[src/hdl/spi_pkg.sv]
package spi_pkg;

   // ####################
   // Widths and depths
   // ####################

   localparam int AW     = 32;           // Address and data word
   localparam int PW     = 2*AW + 40;    // Full emesh packet, 104 bits
   localparam int SW     = 8;            // Serial byte
   localparam int NBYTES = PW / SW;      // 13 bytes per raw packet
   localparam int CNTW   = 4;            // Byte counter, holds NBYTES-1

   localparam int FIFO_DEPTH      = 16;
   localparam int FIFO_AW         = 4;            // Pointer width
   localparam int FIFO_CW         = FIFO_AW + 1;  // Fill count, 0..DEPTH
   localparam int PROG_FULL_LEVEL = 12;           // Headroom for bytes in flight

   // SPI timing, mode 0 only
   localparam int CLKDIV = 2;                     // clk cycles per sclk half period
   localparam int DIVW   = $clog2(CLKDIV);        // Half-period counter
   localparam int BITW   = $clog2(SW);            // Bit index in a byte

   // ####################
   // Register map
   // ####################

   // Compared against dstaddr[5:0]
   localparam logic [5:0] SPI_TX = 6'h10;

   // ####################
   // Types
   // ####################

   // Transfer size, 1 << mode bytes
   typedef enum logic [1:0] {
      DM_BYTE,
      DM_HALF,
      DM_WORD,
      DM_DOUBLE
   } datamode_e;

   // Emesh packet, MSB first; byte 0 = write, datamode, ctrlmode
   // Bit layout is also the raw-mode wire order, LSB byte first
   typedef struct packed {
      logic [AW-1:0] srcaddr;   // [103:72]
      logic [AW-1:0] data;      // [71:40]
      logic [AW-1:0] dstaddr;   // [39:8]
      logic [4:0]    ctrlmode;  // [7:3]
      logic [1:0]    datamode;  // [2:1], decoded as datamode_e
      logic          write;     // [0]
   } emesh_packet_t;

   // One transmit job from decode to serializer
   typedef struct packed {
      logic [PW-1:0]   payload;  // Byte 0 in the low bits
      logic [CNTW-1:0] count;    // Bytes minus one
   } tx_job_t;

   // SPI shifter FSM
   typedef enum logic [1:0] {
      SH_IDLE,   // ss_n high, waiting for a byte
      SH_LOW,    // sclk low half, mosi settled
      SH_HIGH,   // sclk high half, slave samples
      SH_GAP     // Hold ss_n low a half period after last fall
   } shift_state_e;

endpackage

[src/hdl/spi_master_tx.sv]
`timescale 1ns/100ps
module spi_master_tx (
   input  logic                   clk,
   input  logic                   rst,
   input  logic                   emode,
   input  logic                   access_in,
   input  spi_pkg::emesh_packet_t packet_in,
   output logic                   wait_out,
   output logic                   sclk,
   output logic                   mosi,
   output logic                   ss_n
);
   import spi_pkg::*;

   // ####################
   // Stage links
   // ####################

   tx_job_t       job;
   logic          job_valid;
   logic          busy;
   logic          fifo_wr;
   logic [SW-1:0] fifo_din;
   logic          prog_full;
   logic          fifo_rd;
   logic          fifo_empty;
   logic [SW-1:0] fifo_dout;
   logic          fifo_full;   // Observed by the bound checker only

   spi_tx_decode u_decode (
      .clk       (clk),
      .rst       (rst),
      .emode     (emode),
      .access_in (access_in),
      .packet_in (packet_in),
      .wait_out  (wait_out),
      .busy      (busy),
      .job_valid (job_valid),
      .job       (job)
   );

   spi_par2ser u_par2ser (
      .clk       (clk),
      .rst       (rst),
      .job_valid (job_valid),
      .job       (job),
      .busy      (busy),
      .prog_full (prog_full),
      .fifo_wr   (fifo_wr),
      .fifo_din  (fifo_din)
   );

   spi_tx_fifo u_fifo (
      .clk       (clk),
      .rst       (rst),
      .wr_en     (fifo_wr),
      .din       (fifo_din),
      .rd_en     (fifo_rd),
      .dout      (fifo_dout),
      .empty     (fifo_empty),
      .full      (fifo_full),
      .prog_full (prog_full)
   );

   // SPI pins
   spi_shifter u_shifter (
      .clk     (clk),
      .rst     (rst),
      .empty   (fifo_empty),
      .dout    (fifo_dout),
      .fifo_rd (fifo_rd),
      .sclk    (sclk),
      .mosi    (mosi),
      .ss_n    (ss_n)
   );

endmodule

[src/hdl/spi_par2ser.sv]
`timescale 1ns/100ps
module spi_par2ser (
   input  logic                    clk,
   input  logic                    rst,
   input  logic                    job_valid,
   input  spi_pkg::tx_job_t        job,
   output logic                    busy,
   input  logic                    prog_full,   // FIFO near full, stall
   output logic                    fifo_wr,
   output logic [spi_pkg::SW-1:0]  fifo_din
);
   import spi_pkg::*;

   logic [PW-1:0]   shreg;     // Remaining bytes, next one at the bottom
   logic [CNTW-1:0] cnt;       // Bytes left minus one
   logic            load;
   logic            last;

   // ####################
   // Control
   // ####################

   assign load = job_valid & ~busy;        // Decode sees the same term
   assign last = (cnt == '0);

   // One byte per cycle unless the FIFO pushes back
   assign fifo_wr  = busy & ~prog_full;
   assign fifo_din = shreg[SW-1:0];        // Low byte goes first

   always_ff @(posedge clk) begin
      if (rst) begin
         busy <= 1'b0;
      end else if (load) begin
         busy <= 1'b1;
      end else if (fifo_wr && last) begin
         busy <= 1'b0;                     // Drop after final byte
      end
   end

   // ####################
   // Datapath
   // ####################

   // Shift right a byte per write, count down in step
   always_ff @(posedge clk) begin
      if (load) begin
         shreg <= job.payload;
         cnt   <= job.count;
      end else if (fifo_wr) begin
         shreg <= shreg >> SW;
         cnt   <= cnt - 1'b1;
      end
   end

endmodule

[src/hdl/spi_shifter.sv]
`timescale 1ns/100ps
module spi_shifter (
   input  logic                    clk,
   input  logic                    rst,
   input  logic                    empty,
   input  logic [spi_pkg::SW-1:0]  dout,
   output logic                    fifo_rd,
   output logic                    sclk,
   output logic                    mosi,
   output logic                    ss_n
);
   import spi_pkg::*;

   shift_state_e    state;
   logic [DIVW-1:0] div;       // clk count within a half period
   logic [BITW-1:0] bitcnt;    // Bit of the current byte
   logic [SW-1:0]   shreg;     // Current byte, MSB on mosi
   logic            div_last;
   logic            bit_last;
   logic            fall;      // sclk about to drop

   assign div_last = (div == DIVW'(CLKDIV - 1));
   assign bit_last = (bitcnt == '1);
   assign fall     = (state == SH_HIGH) & div_last;

   // Mode 0, clock idles low
   assign sclk = (state == SH_HIGH);

   // Pop from idle, or on the last fall to chain the next byte
   assign fifo_rd = ~empty & ((state == SH_IDLE) | (fall & bit_last));

   // ####################
   // Shifter FSM
   // ####################

   always_ff @(posedge clk) begin
      if (rst) begin
         state  <= SH_IDLE;
         div    <= '0;
         bitcnt <= '0;
         ss_n   <= 1'b1;
         mosi   <= 1'b0;
      end else begin
         case (state)
            SH_IDLE: begin
               if (fifo_rd) begin
                  state  <= SH_LOW;
                  div    <= '0;
                  bitcnt <= '0;
                  ss_n   <= 1'b0;            // Frame opens
                  mosi   <= dout[SW-1];      // First bit ahead of the rise
               end
            end
            SH_LOW: begin
               div <= div + 1'b1;
               if (div_last) begin
                  div   <= '0;
                  state <= SH_HIGH;
               end
            end
            SH_HIGH: begin
               div <= div + 1'b1;
               if (div_last) begin
                  div <= '0;
                  if (!bit_last) begin
                     bitcnt <= bitcnt + 1'b1;
                     mosi   <= shreg[SW-2];  // Next bit on the fall
                     state  <= SH_LOW;
                  end else if (fifo_rd) begin
                     bitcnt <= '0;
                     mosi   <= dout[SW-1];   // Back to back, ss_n stays low
                     state  <= SH_LOW;
                  end else begin
                     state <= SH_GAP;
                  end
               end
            end
            SH_GAP: begin
               div <= div + 1'b1;
               if (div_last) begin
                  div   <= '0;
                  ss_n  <= 1'b1;             // Release after a half period
                  mosi  <= 1'b0;
                  state <= SH_IDLE;
               end
            end
            default: state <= SH_IDLE;
         endcase
      end
   end

   // Byte register, shifts left on each fall
   always_ff @(posedge clk) begin
      if (fifo_rd) begin
         shreg <= dout;
      end else if (fall) begin
         shreg <= shreg << 1;
      end
   end

endmodule

[src/hdl/spi_tx_decode.sv]
`timescale 1ns/100ps
module spi_tx_decode (
   input  logic                  clk,
   input  logic                  rst,
   input  logic                  emode,      // 1 = raw packet mode
   input  logic                  access_in,
   input  spi_pkg::emesh_packet_t packet_in,
   output logic                  wait_out,
   input  logic                  busy,       // Serializer still shifting
   output logic                  job_valid,
   output spi_pkg::tx_job_t      job
);
   import spi_pkg::*;

   logic      tx_hit;      // Write to the transmit register
   logic      slot_free;   // Job register empty or being taken now
   datamode_e dm;
   tx_job_t   job_next;

   assign dm     = datamode_e'(packet_in.datamode);
   assign tx_hit = access_in & packet_in.write & (packet_in.dstaddr[5:0] == SPI_TX);

   // Full and serializer not loading -> push back
   assign wait_out  = job_valid & busy;
   assign slot_free = ~wait_out;

   // ####################
   // Job formation
   // ####################

   always_comb begin
      if (emode) begin
         job_next.payload = packet_in;           // Whole packet, LSB byte first
         job_next.count   = CNTW'(NBYTES - 1);
      end else begin
         // Data word then source address, upper bytes zero
         job_next.payload = {{(PW-2*AW){1'b0}}, packet_in.srcaddr, packet_in.data};
         case (dm)
            DM_BYTE: job_next.count = CNTW'(0);
            DM_HALF: job_next.count = CNTW'(1);
            DM_WORD: job_next.count = CNTW'(3);
            default: job_next.count = CNTW'(7);  // DM_DOUBLE
         endcase
      end
   end

   // Valid refills or clears whenever the slot frees up
   always_ff @(posedge clk) begin
      if (rst) begin
         job_valid <= 1'b0;
      end else if (slot_free) begin
         job_valid <= tx_hit;   // Non-TX accesses dropped here
      end
   end

   always_ff @(posedge clk) begin
      if (slot_free && tx_hit) begin
         job <= job_next;
      end
   end

endmodule

[src/hdl/spi_tx_fifo.sv]
`timescale 1ns/100ps
module spi_tx_fifo (
   input  logic                    clk,
   input  logic                    rst,
   input  logic                    wr_en,
   input  logic [spi_pkg::SW-1:0]  din,
   input  logic                    rd_en,
   output logic [spi_pkg::SW-1:0]  dout,
   output logic                    empty,
   output logic                    full,
   output logic                    prog_full
);
   import spi_pkg::*;

   logic [SW-1:0]      mem [FIFO_DEPTH];
   logic [FIFO_AW-1:0] wr_ptr;
   logic [FIFO_AW-1:0] rd_ptr;
   logic [FIFO_CW-1:0] count;      // Entries held
   logic               do_wr;
   logic               do_rd;

   assign empty = (count == '0);
   assign full  = (count == FIFO_CW'(FIFO_DEPTH));

   // Overflow and underflow requests are dropped
   assign do_wr = wr_en & ~full;
   assign do_rd = rd_en & ~empty;

   assign dout = mem[rd_ptr];      // Fall-through head byte

   // ####################
   // Pointers and count
   // ####################

   always_ff @(posedge clk) begin
      if (rst) begin
         wr_ptr    <= '0;
         rd_ptr    <= '0;
         count     <= '0;
         prog_full <= 1'b0;
      end else begin
         if (do_wr) wr_ptr <= wr_ptr + 1'b1;   // Wraps at depth
         if (do_rd) rd_ptr <= rd_ptr + 1'b1;
         case ({do_wr, do_rd})
            2'b10:   count <= count + 1'b1;
            2'b01:   count <= count - 1'b1;
            default: count <= count;          // Both or neither
         endcase
         prog_full <= (count >= FIFO_CW'(PROG_FULL_LEVEL));  // One cycle late, level has slack
      end
   end

   // Storage
   always_ff @(posedge clk) begin
      if (do_wr) begin
         mem[wr_ptr] <= din;
      end
   end

endmodule

[config.mk]
export PLATFORM = sky130hd
export DESIGN_NAME = spi_master_tx
export DESIGN_NICKNAME = d
export VERILOG_FILES = /design/src/hdl/spi_pkg.sv /design/src/hdl/spi_master_tx.sv /design/src/hdl/spi_par2ser.sv /design/src/hdl/spi_shifter.sv /design/src/hdl/spi_tx_decode.sv /design/src/hdl/spi_tx_fifo.sv
export SDC_FILE = /design/constraint.sdc
export NUM_CORES = 1
export LEC_CHECK = 0
export BUFFER_PORTS_ARGS = -buffer_cell sky130_fd_sc_hd__buf_2
export CORE_MARGIN = 2
export CORE_UTILIZATION = 50
export CTS_CLUSTER_SIZE = 10
export DETAILED_ROUTE_END_ITERATION = 8
export PLACE_DENSITY = 0.68
export SYNTH_ARGS = -nofsm -noshare
export SYNTH_HDL_FRONTEND = slang
export SYNTH_SLANG_ARGS = --single-unit
export TNS_END_PERCENT = 100
[constraint.sdc]
create_clock -name clk -period 20.8 [get_ports clk]
set_input_delay 4.16 -clock clk [delete_from_list [all_inputs] [get_ports clk]]
set_output_delay 4.16 -clock clk [all_outputs]
set_load 0.005 [all_outputs]
==> impl_metrics.csv, run 1 <==
group,metric,value,unit
setup_path,crit_required,20950,ps
placement,io_buffers,111,
setup_path,reg2reg_slack,17640,ps
synth,synth_top_area_cell,"edfxtp_1",
routing,viasPerCell,5.31,
sta,timing.final.crit_share,29.5,%
sta,rsz0062_at_grt,"false",
floorplan,io_pins,112,
placement,gp_congestion,0.793,
finish,syn_to_final_growth,14.1,%
clock_network,cts.clk_slew.worst_paths,50,ps
clock_network,cts_sinks,379,
routing,routedWlPerCell,19.4,um
power,p_leak,0.00633,uW
floorplan,die_w,180,um
clock_network,root_buffer,"clkbuf_16",
placement,dpl.hpwl,19600,um
clock_network,htree_levels,2,
sta,slew_headroom,23.3,%
flow_run,drv_cap,0,
synth,syn_nets,1189,
routing,dr.pass1.iters,5,
clock_network,hold_buffers,0,
setup_path,cp_max_fo,55,
finish,final_layout_size_suffix_gt1_share,23.8,%
placement,placed_cells,1533,
global_routing,grt_max_degree,103,
power,switching_share,23.5,%
clock_network,clock_latency,530,ps
floorplan,rows,64,
synth,synth_cell_types,43,
global_routing,grt_pass1_vias,8833,
sta,setup_tns,0,ps
sta,finalClockSkew,20.5,ps
power,power_frac_comb,12.4,%
finish,final_util,57.8,%
clock_network,post_cts_buffers,0,
routing,vias,8495,
setup_path,critPathArrivalTime,6280,ps
synth,synthCells,1069,
sta,fin_crit,6130,ps
power,power.net_switching,415,uW
synth,ys_seq_elements,379,
sta,finalSetupViolCount,0,
setup_path,path_class,"in2reg",
clock_network,cts.path.max_buffers,3,
global_routing,antenna_found_initial,0,
finish,antennaDiodeCount,0,
clock_network,cts_inserted_buffers,44,
floorplan,core_area,0.0305,mm2
sta,drv_slew,0,
power,p_seq_share,49.5,%
synth,synth.area.top_cells,"edfxtp_1 68%, nand2_1 7.5%, mux2_2 4.7%",
synth,yosys_most_used_dff,"edfxtp_1",
global_routing,grt_overflow,0,
setup_path,crit_path_end_kind,"flip-flop",
synth,async_reset_ff_share,0,%
power,ir_drop,68.8,uV
synth,yosys.area.top_type_share,68.2,%
finish,final_nets,1303,
clock_network,post_cts_resized,0,
synth,syn_area_per_cell,14.4,um2
setup_path,start_kind,"primary input",
routing,drt_wl_total,31100,um
synth,yosysWarnings,0,
finish,nFillCells,2385,
sta,fmax,163,MHz
synth,synth_edf_count,351,
synth,ys_seq_area_share,71.9,%
min_path,hold_start,"u_shifter.bitcnt[2]$_SDFFE_PP0P_",
global_routing,grtUsageTotal,19.3,%
floorplan,start_util,50.6,%
setup_path,reg2reg_depth,12,
min_path,min_path_cells,2,
routing,drtAntennaViolNets,0,
clock_network,cts_tree,"yes",
floorplan,dieArea,0.0323,mm2
sta,worst_slew_pin_slew,1150,ps
setup_path,rr_endpoint,"u_fifo.count[4]$_SDFFE_PP0P_",
sta,hold_viol_final,0,
power,powerDensity,100,mW/mm2
min_path,hp-class,"reg2reg",
routing,drtIter0Drc,693,
outcome,status,"complete, no violations",
power,power.internal,1350,uW
setup_path,r2r-start,"u_shifter.bitcnt[0]$_SDFFE_PP0P_",
power,clkPwrFrac,38.0,%
global_routing,grt_pass1_wl,48700,um
synth,syn_area,0.0154,mm2
floorplan,die_y,180,um
routing,drc,0,
min_path,hold_path_end,"u_shifter.bitcnt[2]$_SDFFE_PP0P_",
finish,final_cells,1600,
[power by group through the flow]
stage	clock network (uW)	registers, uW	logic (uW)
after detailed placement	0	891	221
after floorplan	0	877	179
after CTS	684	876	223
final	672	875	220
after global placement	0	890	217
after global routing	716	878	244
[state kept, by name, summed over array words and instances (netlist names), 4 cells and up, named ones only]
| signal | flops |
|---|---|
| u_fifo.rd_ptr | 4 |
| u_fifo.wr_ptr | 4 |
| u_par2ser.shreg | 104 |
| u_decode.job | 108 |
| u_par2ser.cnt | 4 |
| u_shifter.shreg | 7 |
| u_fifo.mem | 128 |
| u_fifo.count | 5 |
[through the flow]
stage,power [uW],setup WS [ps],area (um2),hold slack (ps)
final,1770,14670,17600,476
after global routing,1840,14470,17600,513
after CTS,1780,14700,17600,481
after detailed placement,1110,14150,16400,474
after global placement,1110,14210,16400,460
after floorplan,1060,11140,15400,452
[area by class of cell]
| type | instances | area, um2 | area share [%] |
|---|---|---|---|
| multi-input cells | 623 | 4100 | 23.3 |
| clock buffers | 63 | 1190 | 6.77 |
| flip-flops and latches | 379 | 11100 | 63.0 |
| repair buffers | 123 | 648 | 3.68 |
| well taps | 396 | 495 | 2.81 |
| clock inverters | 4 | 30.0 | 0.170 |
| inverters | 12 | 50.0 | 0.284 |
[logic make-up (layout without fill, tap and decap cells)]
group | after synthesis | after routing | share of synthesized area (%)
adder cells (fa/ha/maj) | 12 | 12 | 0.972
flip-flops | 379 | 379 | 71.9
AND/OR/NAND/NOR | 436 | 436 | 12.0
XOR/XNOR | 12 | 12 | 0.680
buffers and inverters | 67 | 202 | 1.81
AO/OA/AOI/OAI | 49 | 49 | 2.11
multiplexers | 114 | 114 | 10.5
[synthesized netlist by cell type (8+ instances only)]
| library cell | count |
|---|---|
| a21oi_1 | 20 |
| and2_1 | 48 |
| buf_2 | 10 |
| clkbuf_1 | 39 |
| dfxtp_1 | 28 |
| edfxtp_1 | 351 |
| ha_1 | 12 |
| inv_1 | 11 |
| mux2_2 | 65 |
| mux2i_1 | 17 |
| mux4_2 | 32 |
| nand2_1 | 309 |
| nor2_1 | 45 |
| nor3_1 | 8 |
[worst max path at each step]
stage | start | endpoint | slack (ps) | cells after the start
5_1_grt | packet_in[13] | u_decode.job[76]$_SDFFCE_PN0P_ | 14470 | 6
3_5_place_dp | packet_in[13] | u_decode.job[39]$_DFFE_PP_ | 14150 | 6
2_1_floorplan | packet_in[13] | u_decode.job[0]$_SDFFCE_PP0P_ | 11140 | 3
4_1_cts | packet_in[13] | u_decode.job[72]$_SDFFCE_PN0P_ | 14700 | 6
6_report | packet_in[13] | u_decode.job[76]$_SDFFCE_PN0P_ | 14670 | 6
3_3_place_gp | packet_in[13] | u_decode.job[72]$_SDFFCE_PN0P_ | 14210 | 6
[routing by layer]
metal / routed length [um] / vias to the layer above / part of all wire, % / GRT usage [%]
li1: - / 4053 / - / -
met1: 12800 / 4174 / 41 / 24.9
met2: 15900 / 228 / 51 / 33.5
met3: 1610 / 40 / 5.2 / 3.50
met4: 764 / 0 / 2.5 / 5.69
met5: 0 / - / 0 / 0
[cell usage in the layout (no fill, tap or decap), types with 3 or more instances in the layout]
master and count:
nor2_1 44, mux4_2 32, a211oi_1 5, xor2_1 7, mux2_2 65, nand3_1 4
nand2b_1 5, clkbuf_16 45, o221ai_1 6, mux2i_1 17, ha_1 12, dfxtp_1 26
o21ai_0 6, buf_2 110, nor3_1 7, edfxtp_1 351, a31oi_1 3, nand2_1 309
and2_1 48, clkbuf_1 18, buf_4 13, a21oi_1 19, xnor2_1 5, inv_1 11
[worst max-delay path: stages]
cell and delay, ps:
buf_2 110, nor4b_1 310, nand4_1 220, nor2_4 110, buf_4 570, buf_4 700
Power figures use the tool's default switching activity.
==> inputs of run 2 (changes only) <==
--- a/config.mk
+++ b/config.mk
@@ -10,7 +10,7 @@
 export CORE_UTILIZATION = 50
 export CTS_CLUSTER_SIZE = 10
 export DETAILED_ROUTE_END_ITERATION = 8
-export PLACE_DENSITY = 0.68
+export PLACE_DENSITY = 0.71
 export SYNTH_ARGS = -nofsm -noshare
 export SYNTH_HDL_FRONTEND = slang
 export SYNTH_SLANG_ARGS = --single-unit
==> constraint.sdc (replaced) <==
create_clock -name clk -period 5.21 [get_ports clk]
set_input_delay 1.042 -clock clk [delete_from_list [all_inputs] [get_ports clk]]
set_output_delay 1.042 -clock clk [all_outputs]
set_load 0.005 [all_outputs]
==> impl_metrics.csv, run 2 (synthesized netlist as in run 1, its figures left out) <==
group,metric,value,unit
outcome,status,"complete, no violations",
routing,dr.pass1.iters,5,
clock_network,clock_latency,530,ps
setup_path,path_class,"reg2reg",
min_path,hold_start,"u_shifter.bitcnt[2]$_SDFFE_PP0P_",
global_routing,antenna_found_initial,1,
sta,hold_viol_final,0,
sta,setup_tns,0,ps
sta,slew_headroom,22.8,%
sta,finalClockSkew,21.4,ps
setup_path,worstSetupStartpoint,"u_shifter.bitcnt[0]$_SDFFE_PP0P_",
setup_path,crit_buf_inv,1,
clock_network,root_buffer,"clkbuf_16",
clock_network,cts.clk_slew.worst_paths,50,ps
floorplan,start_util,50.6,%
power,ir_drop,286,uV
sta,fin_ws,2110,ps
placement,gp_congestion,0.834,
routing,viasPerCell,5.36,
routing,drt_wl_total,30000,um
clock_network,cts_tree,"yes",
clock_network,post_cts_resized,0,
floorplan,rows,64,
floorplan,dieArea,0.0323,mm2
finish,most-common-layout-cells,"351 x edfxtp_1, 309 x nand2_1, 110 x buf_2",
clock_network,hold_buffers,0,
sta,fin_crit,3100,ps
clock_network,cts.path.max_buffers,3,
clock_network,post_cts_buffers,0,
finish,syn_to_final_growth,14.2,%
setup_path,slowest_stage,"a211o_4",
floorplan,die_w,180,um
finish,regMostFlops,"u_fifo.mem",
finish,largest_reg_flops,128,
placement,pre_cts_slack,1880,ps
setup_path,crit_required,5620,ps
clock_network,htree_levels,2,
routing,drc,0,
placement,dpl.hpwl,19500,um
finish,layout_commonest_cell,"edfxtp_1",
setup_path,cp_max_fo,14,
floorplan,io_pins,112,
setup_path,cp_slowest_stage_delay,440,ps
routing,routedWlPerCell,18.7,um
finish,largestRegisters,"u_fifo.mem x128, u_decode.job x108, u_par2ser.shreg x104",
finish,antennaDiodeCount,0,
flow_run,drv_cap,0,
floorplan,die_y,180,um
sta,rsz0062_at_grt,"false",
sta,drv_slew,0,
setup_path,crit_path_end_kind,"flip-flop",
sta,finalSetupViolCount,0,
global_routing,grt_overflow,0,
setup_path,critPathArrivalTime,3510,ps
setup_path,cp_top_family,"adder cells",
global_routing,grt_pass1_wl,46900,um
global_routing,grt_pass1_vias,8747,
routing,drtIter0Drc,650,
placement,io_buffers,111,
setup_path,crit_top_cell,"ha_1",
routing,vias,8579,
sta,timing.final.crit_share,59.4,%
routing,drtAntennaViolNets,0,
finish,final_nets,1306,
global_routing,grt_max_degree,103,
clock_network,cts_inserted_buffers,44,
floorplan,core_area,0.0305,mm2
global_routing,grtUsageTotal,18.7,%
min_path,hp-class,"reg2reg",
sta,fmax,323,MHz
power,p_leak,0.00633,uW
sta,worst_slew_pin_slew,1150,ps
setup_path,start_kind,"flip-flop",
clock_network,cts_sinks,379,
power,powerDensity,397,mW/mm2
sta,holdWs,472,ps
setup_path,path_cells,"ha_1 -> ha_1 -> nand2_1 -> a211o_4 -> clkinv_4 -> ha_1 -> xor2_1 -> ha_1 -> a21oi_1 -> nor3b_1 -> o21ai_0 -> a21oi_1 -> mux2_2",
setup_path,r2r-start,"u_shifter.bitcnt[0]$_SDFFE_PP0P_",
finish,final_layout_size_suffix_gt1_share,23.8,%
run 2: cell types whose count changed in the layout (fill, tap and decap cells not counted), sizes merged:
cell	before	now
inv	13	12
buf	123	126
clkinv	3	4
clkinvlp	0	1
clkbuf	63	61
run 2: path summary, 6_finish.rpt:
path,to,slack (ps),depth (start not counted)
worst max-delay path,u_fifo.count[4]$_SDFFE_PP0P_,2110,13
worst min-delay path,u_shifter.bitcnt[2]$_SDFFE_PP0P_,470,2
worst max register to register,u_fifo.count[4]$_SDFFE_PP0P_,2110,13
worst min register to register,u_shifter.bitcnt[2]$_SDFFE_PP0P_,470,2
run 2: layout make-up:
class / instances / area, um2
clock inverter: 5 / 40.0
tap: 396 / 495
clock buffer: 61 / 1160
sequential: 379 / 11100
multi-input combinational: 623 / 4100
timing repair buffer: 126 / 683
fill: 2365 / 12900
inverter: 12 / 50.0
run 2: power by group:
group	switching (uW)	total, uW	internal [uW]
Sequential	94.4	3500	3400
Combinational	453	872	418
Clock	1100	2640	1540
Total	1650	7010	5360
run 2: stage by stage:
step	cell area (um2)	instances	util [%]	power [uW]
floorplan	15500	1069	-	4210
global placement	16400	1536	53.9	4400
detailed placement	16400	1536	53.9	4430
CTS	17600	1602	57.8	7070
global route	17600	1602	57.8	7290
finish	17600	1602	57.8	7010
run 2: tightest hold or removal path, cell delays in order, from the launching register on:
cell and delay, ps:
dfxtp_1 310, nand3_1 60, a21oi_1 60
run 2: metal layers:
metal	GRT usage, %	wire [um]	vias up
li1	-	-	4062
met1	22.9	11800	4199
met2	32.8	15500	241
met3	3.24	1490	75
met4	7.61	1190	2
met5	0	10	-
==> inputs of run 3 (changes only) <==
--- a/config.mk
+++ b/config.mk
@@ -10,7 +10,7 @@
 export CORE_UTILIZATION = 50
 export CTS_CLUSTER_SIZE = 10
 export DETAILED_ROUTE_END_ITERATION = 8
-export PLACE_DENSITY = 0.71
+export PLACE_DENSITY = 0.68
 export SYNTH_ARGS = -nofsm -noshare
 export SYNTH_HDL_FRONTEND = slang
 export SYNTH_SLANG_ARGS = --single-unit
==> constraint.sdc (replaced) <==
create_clock -name clk -period 3.2 [get_ports clk]
set_input_delay 0.64 -clock clk [delete_from_list [all_inputs] [get_ports clk]]
set_output_delay 0.64 -clock clk [all_outputs]
set_load 0.005 [all_outputs]
==> impl_metrics.csv, run 3 (synthesized netlist as in run 1, its figures left out) <==
group,metric,value,unit
clock_network,cts_tree,"yes",
global_routing,antenna_found_initial,0,
routing,drc,0,
setup_path,start_kind,"flip-flop",
sta,slew_headroom,45.5,%
global_routing,grtUsageTotal,19.2,%
finish,largestRegisters,"u_fifo.mem x128, u_decode.job x108, u_par2ser.shreg x104",
routing,drt_wl_total,30600,um
setup_path,crit_required,3610,ps
placement,dpl.hpwl,20500,um
sta,finalClockSkew,11.9,ps
placement,gp_congestion,0.777,
finish,nFillCells,2362,
power,p_leak,0.00649,uW
setup_path,critPathArrivalTime,3390,ps
min_path,hp-class,"in2reg",
setup_path,slowest_stage,"a211o_4",
routing,routedWlPerCell,18.9,um
clock_network,hold_buffers,0,
routing,drtIter0Drc,651,
sta,fin_crit,2980,ps
floorplan,rows,64,
finish,antennaDiodeCount,0,
setup_path,crit_path_end_kind,"flip-flop",
placement,dpl-instance-area,0.0167,mm2
clock_network,cts_inserted_buffers,43,
setup_path,cp_max_fo,14,
global_routing,grt_pass1_vias,8826,
placement,io_buffers,111,
clock_network,cts.path.max_buffers,3,
floorplan,dieArea,0.0323,mm2
sta,holdWs,415,ps
flow_run,drv_cap,0,
power,ir_drop,315,uV
setup_path,path_cells,"ha_1 -> ha_2 -> nand2_1 -> a211o_4 -> clkinv_4 -> ha_1 -> xor2_1 -> ha_1 -> a21oi_1 -> nor3b_1 -> o21ai_0 -> a21oi_1 -> mux2_2",
finish,final_layout_size_suffix_gt1_share,25.6,%
finish,largest_reg_flops,128,
sta,drv_slew,0,
global_routing,grt_pass1_wl,48200,um
clock_network,clock_latency,530,ps
floorplan,io_pins,112,
sta,setup_tns,0,ps
clock_network,root_buffer,"clkbuf_16",
sta,hold_viol_final,0,
setup_path,path_class,"reg2reg",
sta,worst_slew_pin_slew,814,ps
routing,drtAntennaViolNets,0,
clock_network,cts.clk_slew.worst_paths,50,ps
finish,syn_to_final_growth,15.8,%
routing,vias,8617,
outcome,status,"complete, no violations",
floorplan,die_w,180,um
setup_path,cp_slowest_stage_delay,440,ps
power,powerDensity,637,mW/mm2
finish,final_nets,1334,
sta,timing.final.crit_share,93.1,%
finish,design_area,0.0179,mm2
finish,layout_commonest_cell,"edfxtp_1",
floorplan,core_area,0.0305,mm2
routing,dr.pass1.iters,5,
sta,fmax,336,MHz
sta,rsz0062_at_grt,"false",
setup_path,crit_top_cell,"ha_1",
floorplan,die_y,180,um
routing,viasPerCell,5.32,
global_routing,grt_max_degree,107,
floorplan,start_util,50.6,%
sta,finalSetupViolCount,0,
global_routing,grt_overflow,0,
finish,regMostFlops,"u_fifo.mem",
clock_network,htree_levels,2,
finish,most-common-layout-cells,"351 x edfxtp_1, 309 x nand2_1, 110 x buf_2",
clock_network,cts_sinks,379,
-- run 3: cell types whose count changed in the layout (fill, tap and decap cells not counted), moves of 2 or more --
| cell | change |
|---|---|
| clkbuf_1 | -8 |
| clkinv_1 | -2 |
| buf_12 | +6 |
| dfxtp_1 | +2 |
| dfxtp_2 | -2 |
| buf_4 | +23 |
-- run 3: final cells by class --
cell class	instances	area [um2]	area share (%)
multi-input combinational	623	4100	22.9
inverter	12	50.0	0.280
clock buffer	54	1160	6.49
sequential	379	11100	62.1
tap	396	495	2.77
timing repair buffer	155	976	5.46
-- run 3: layer usage --
layer / wire, um / vias up / share of wire, % / track usage (%)
met5: 0 / - / 0 / 0
met4: 1200 / 0 / 3.9 / 8.33
met3: 1360 / 64 / 4.4 / 2.67
met1: 12400 / 4196 / 41 / 24.2
met2: 15600 / 242 / 51 / 33.2
li1: - / 4115 / - / -
-- run 3: per-stage QoR --
stage	instances	power, uW	util (%)	worst slack (ps)
finish	1619	11400	58.6	220
global placement	1565	7250	54.8	356
global route	1619	11800	58.6	30.2
floorplan	1069	6860	-	46.5
CTS	1619	11500	58.6	209
detailed placement	1565	7300	54.8	222
-- run 3: power by group --
group | leakage (uW) | switching, uW | internal, uW
Combinational | 0.00252 | 756 | 742
Sequential | 0.00340 | 150 | 5540
Clock | 0.000565 | 1720 | 2500
-- run 3: worst paths after layout --
kind / startpoint / endpoint / slack, ps / cells past startpoint
max reg2reg: u_shifter.bitcnt[0]$_SDFFE_PP0P_ / u_fifo.count[4]$_SDFFE_PP0P_ / 220 / 13
min reg2reg: u_shifter.bitcnt[1]$_SDFFE_PP0P_ / u_shifter.bitcnt[1]$_SDFFE_PP0P_ / 480 / 2
max: u_shifter.bitcnt[0]$_SDFFE_PP0P_ / u_fifo.count[4]$_SDFFE_PP0P_ / 220 / 13
min: packet_in[81] / u_decode.job[85]$_SDFFCE_PN0P_ / 410 / 2
-- run 3: worst max-delay path, delay by kind of cell (launching register included) --
family	cells	cell delay, ps
AOI/OAI and AO/OA	4	830
xor gates and xnor gates	1	160
adders and majority gates	4	740
buffers and inverters	1	120
DFF	1	360
muxes	1	340
and+or+nand+nor	2	320
-- run 3: timing repair --
action,4_1_cts,5_1_grt
buffers inserted,0,0
endpoints found under the setup margin,0,1
gates resized for setup,0,1
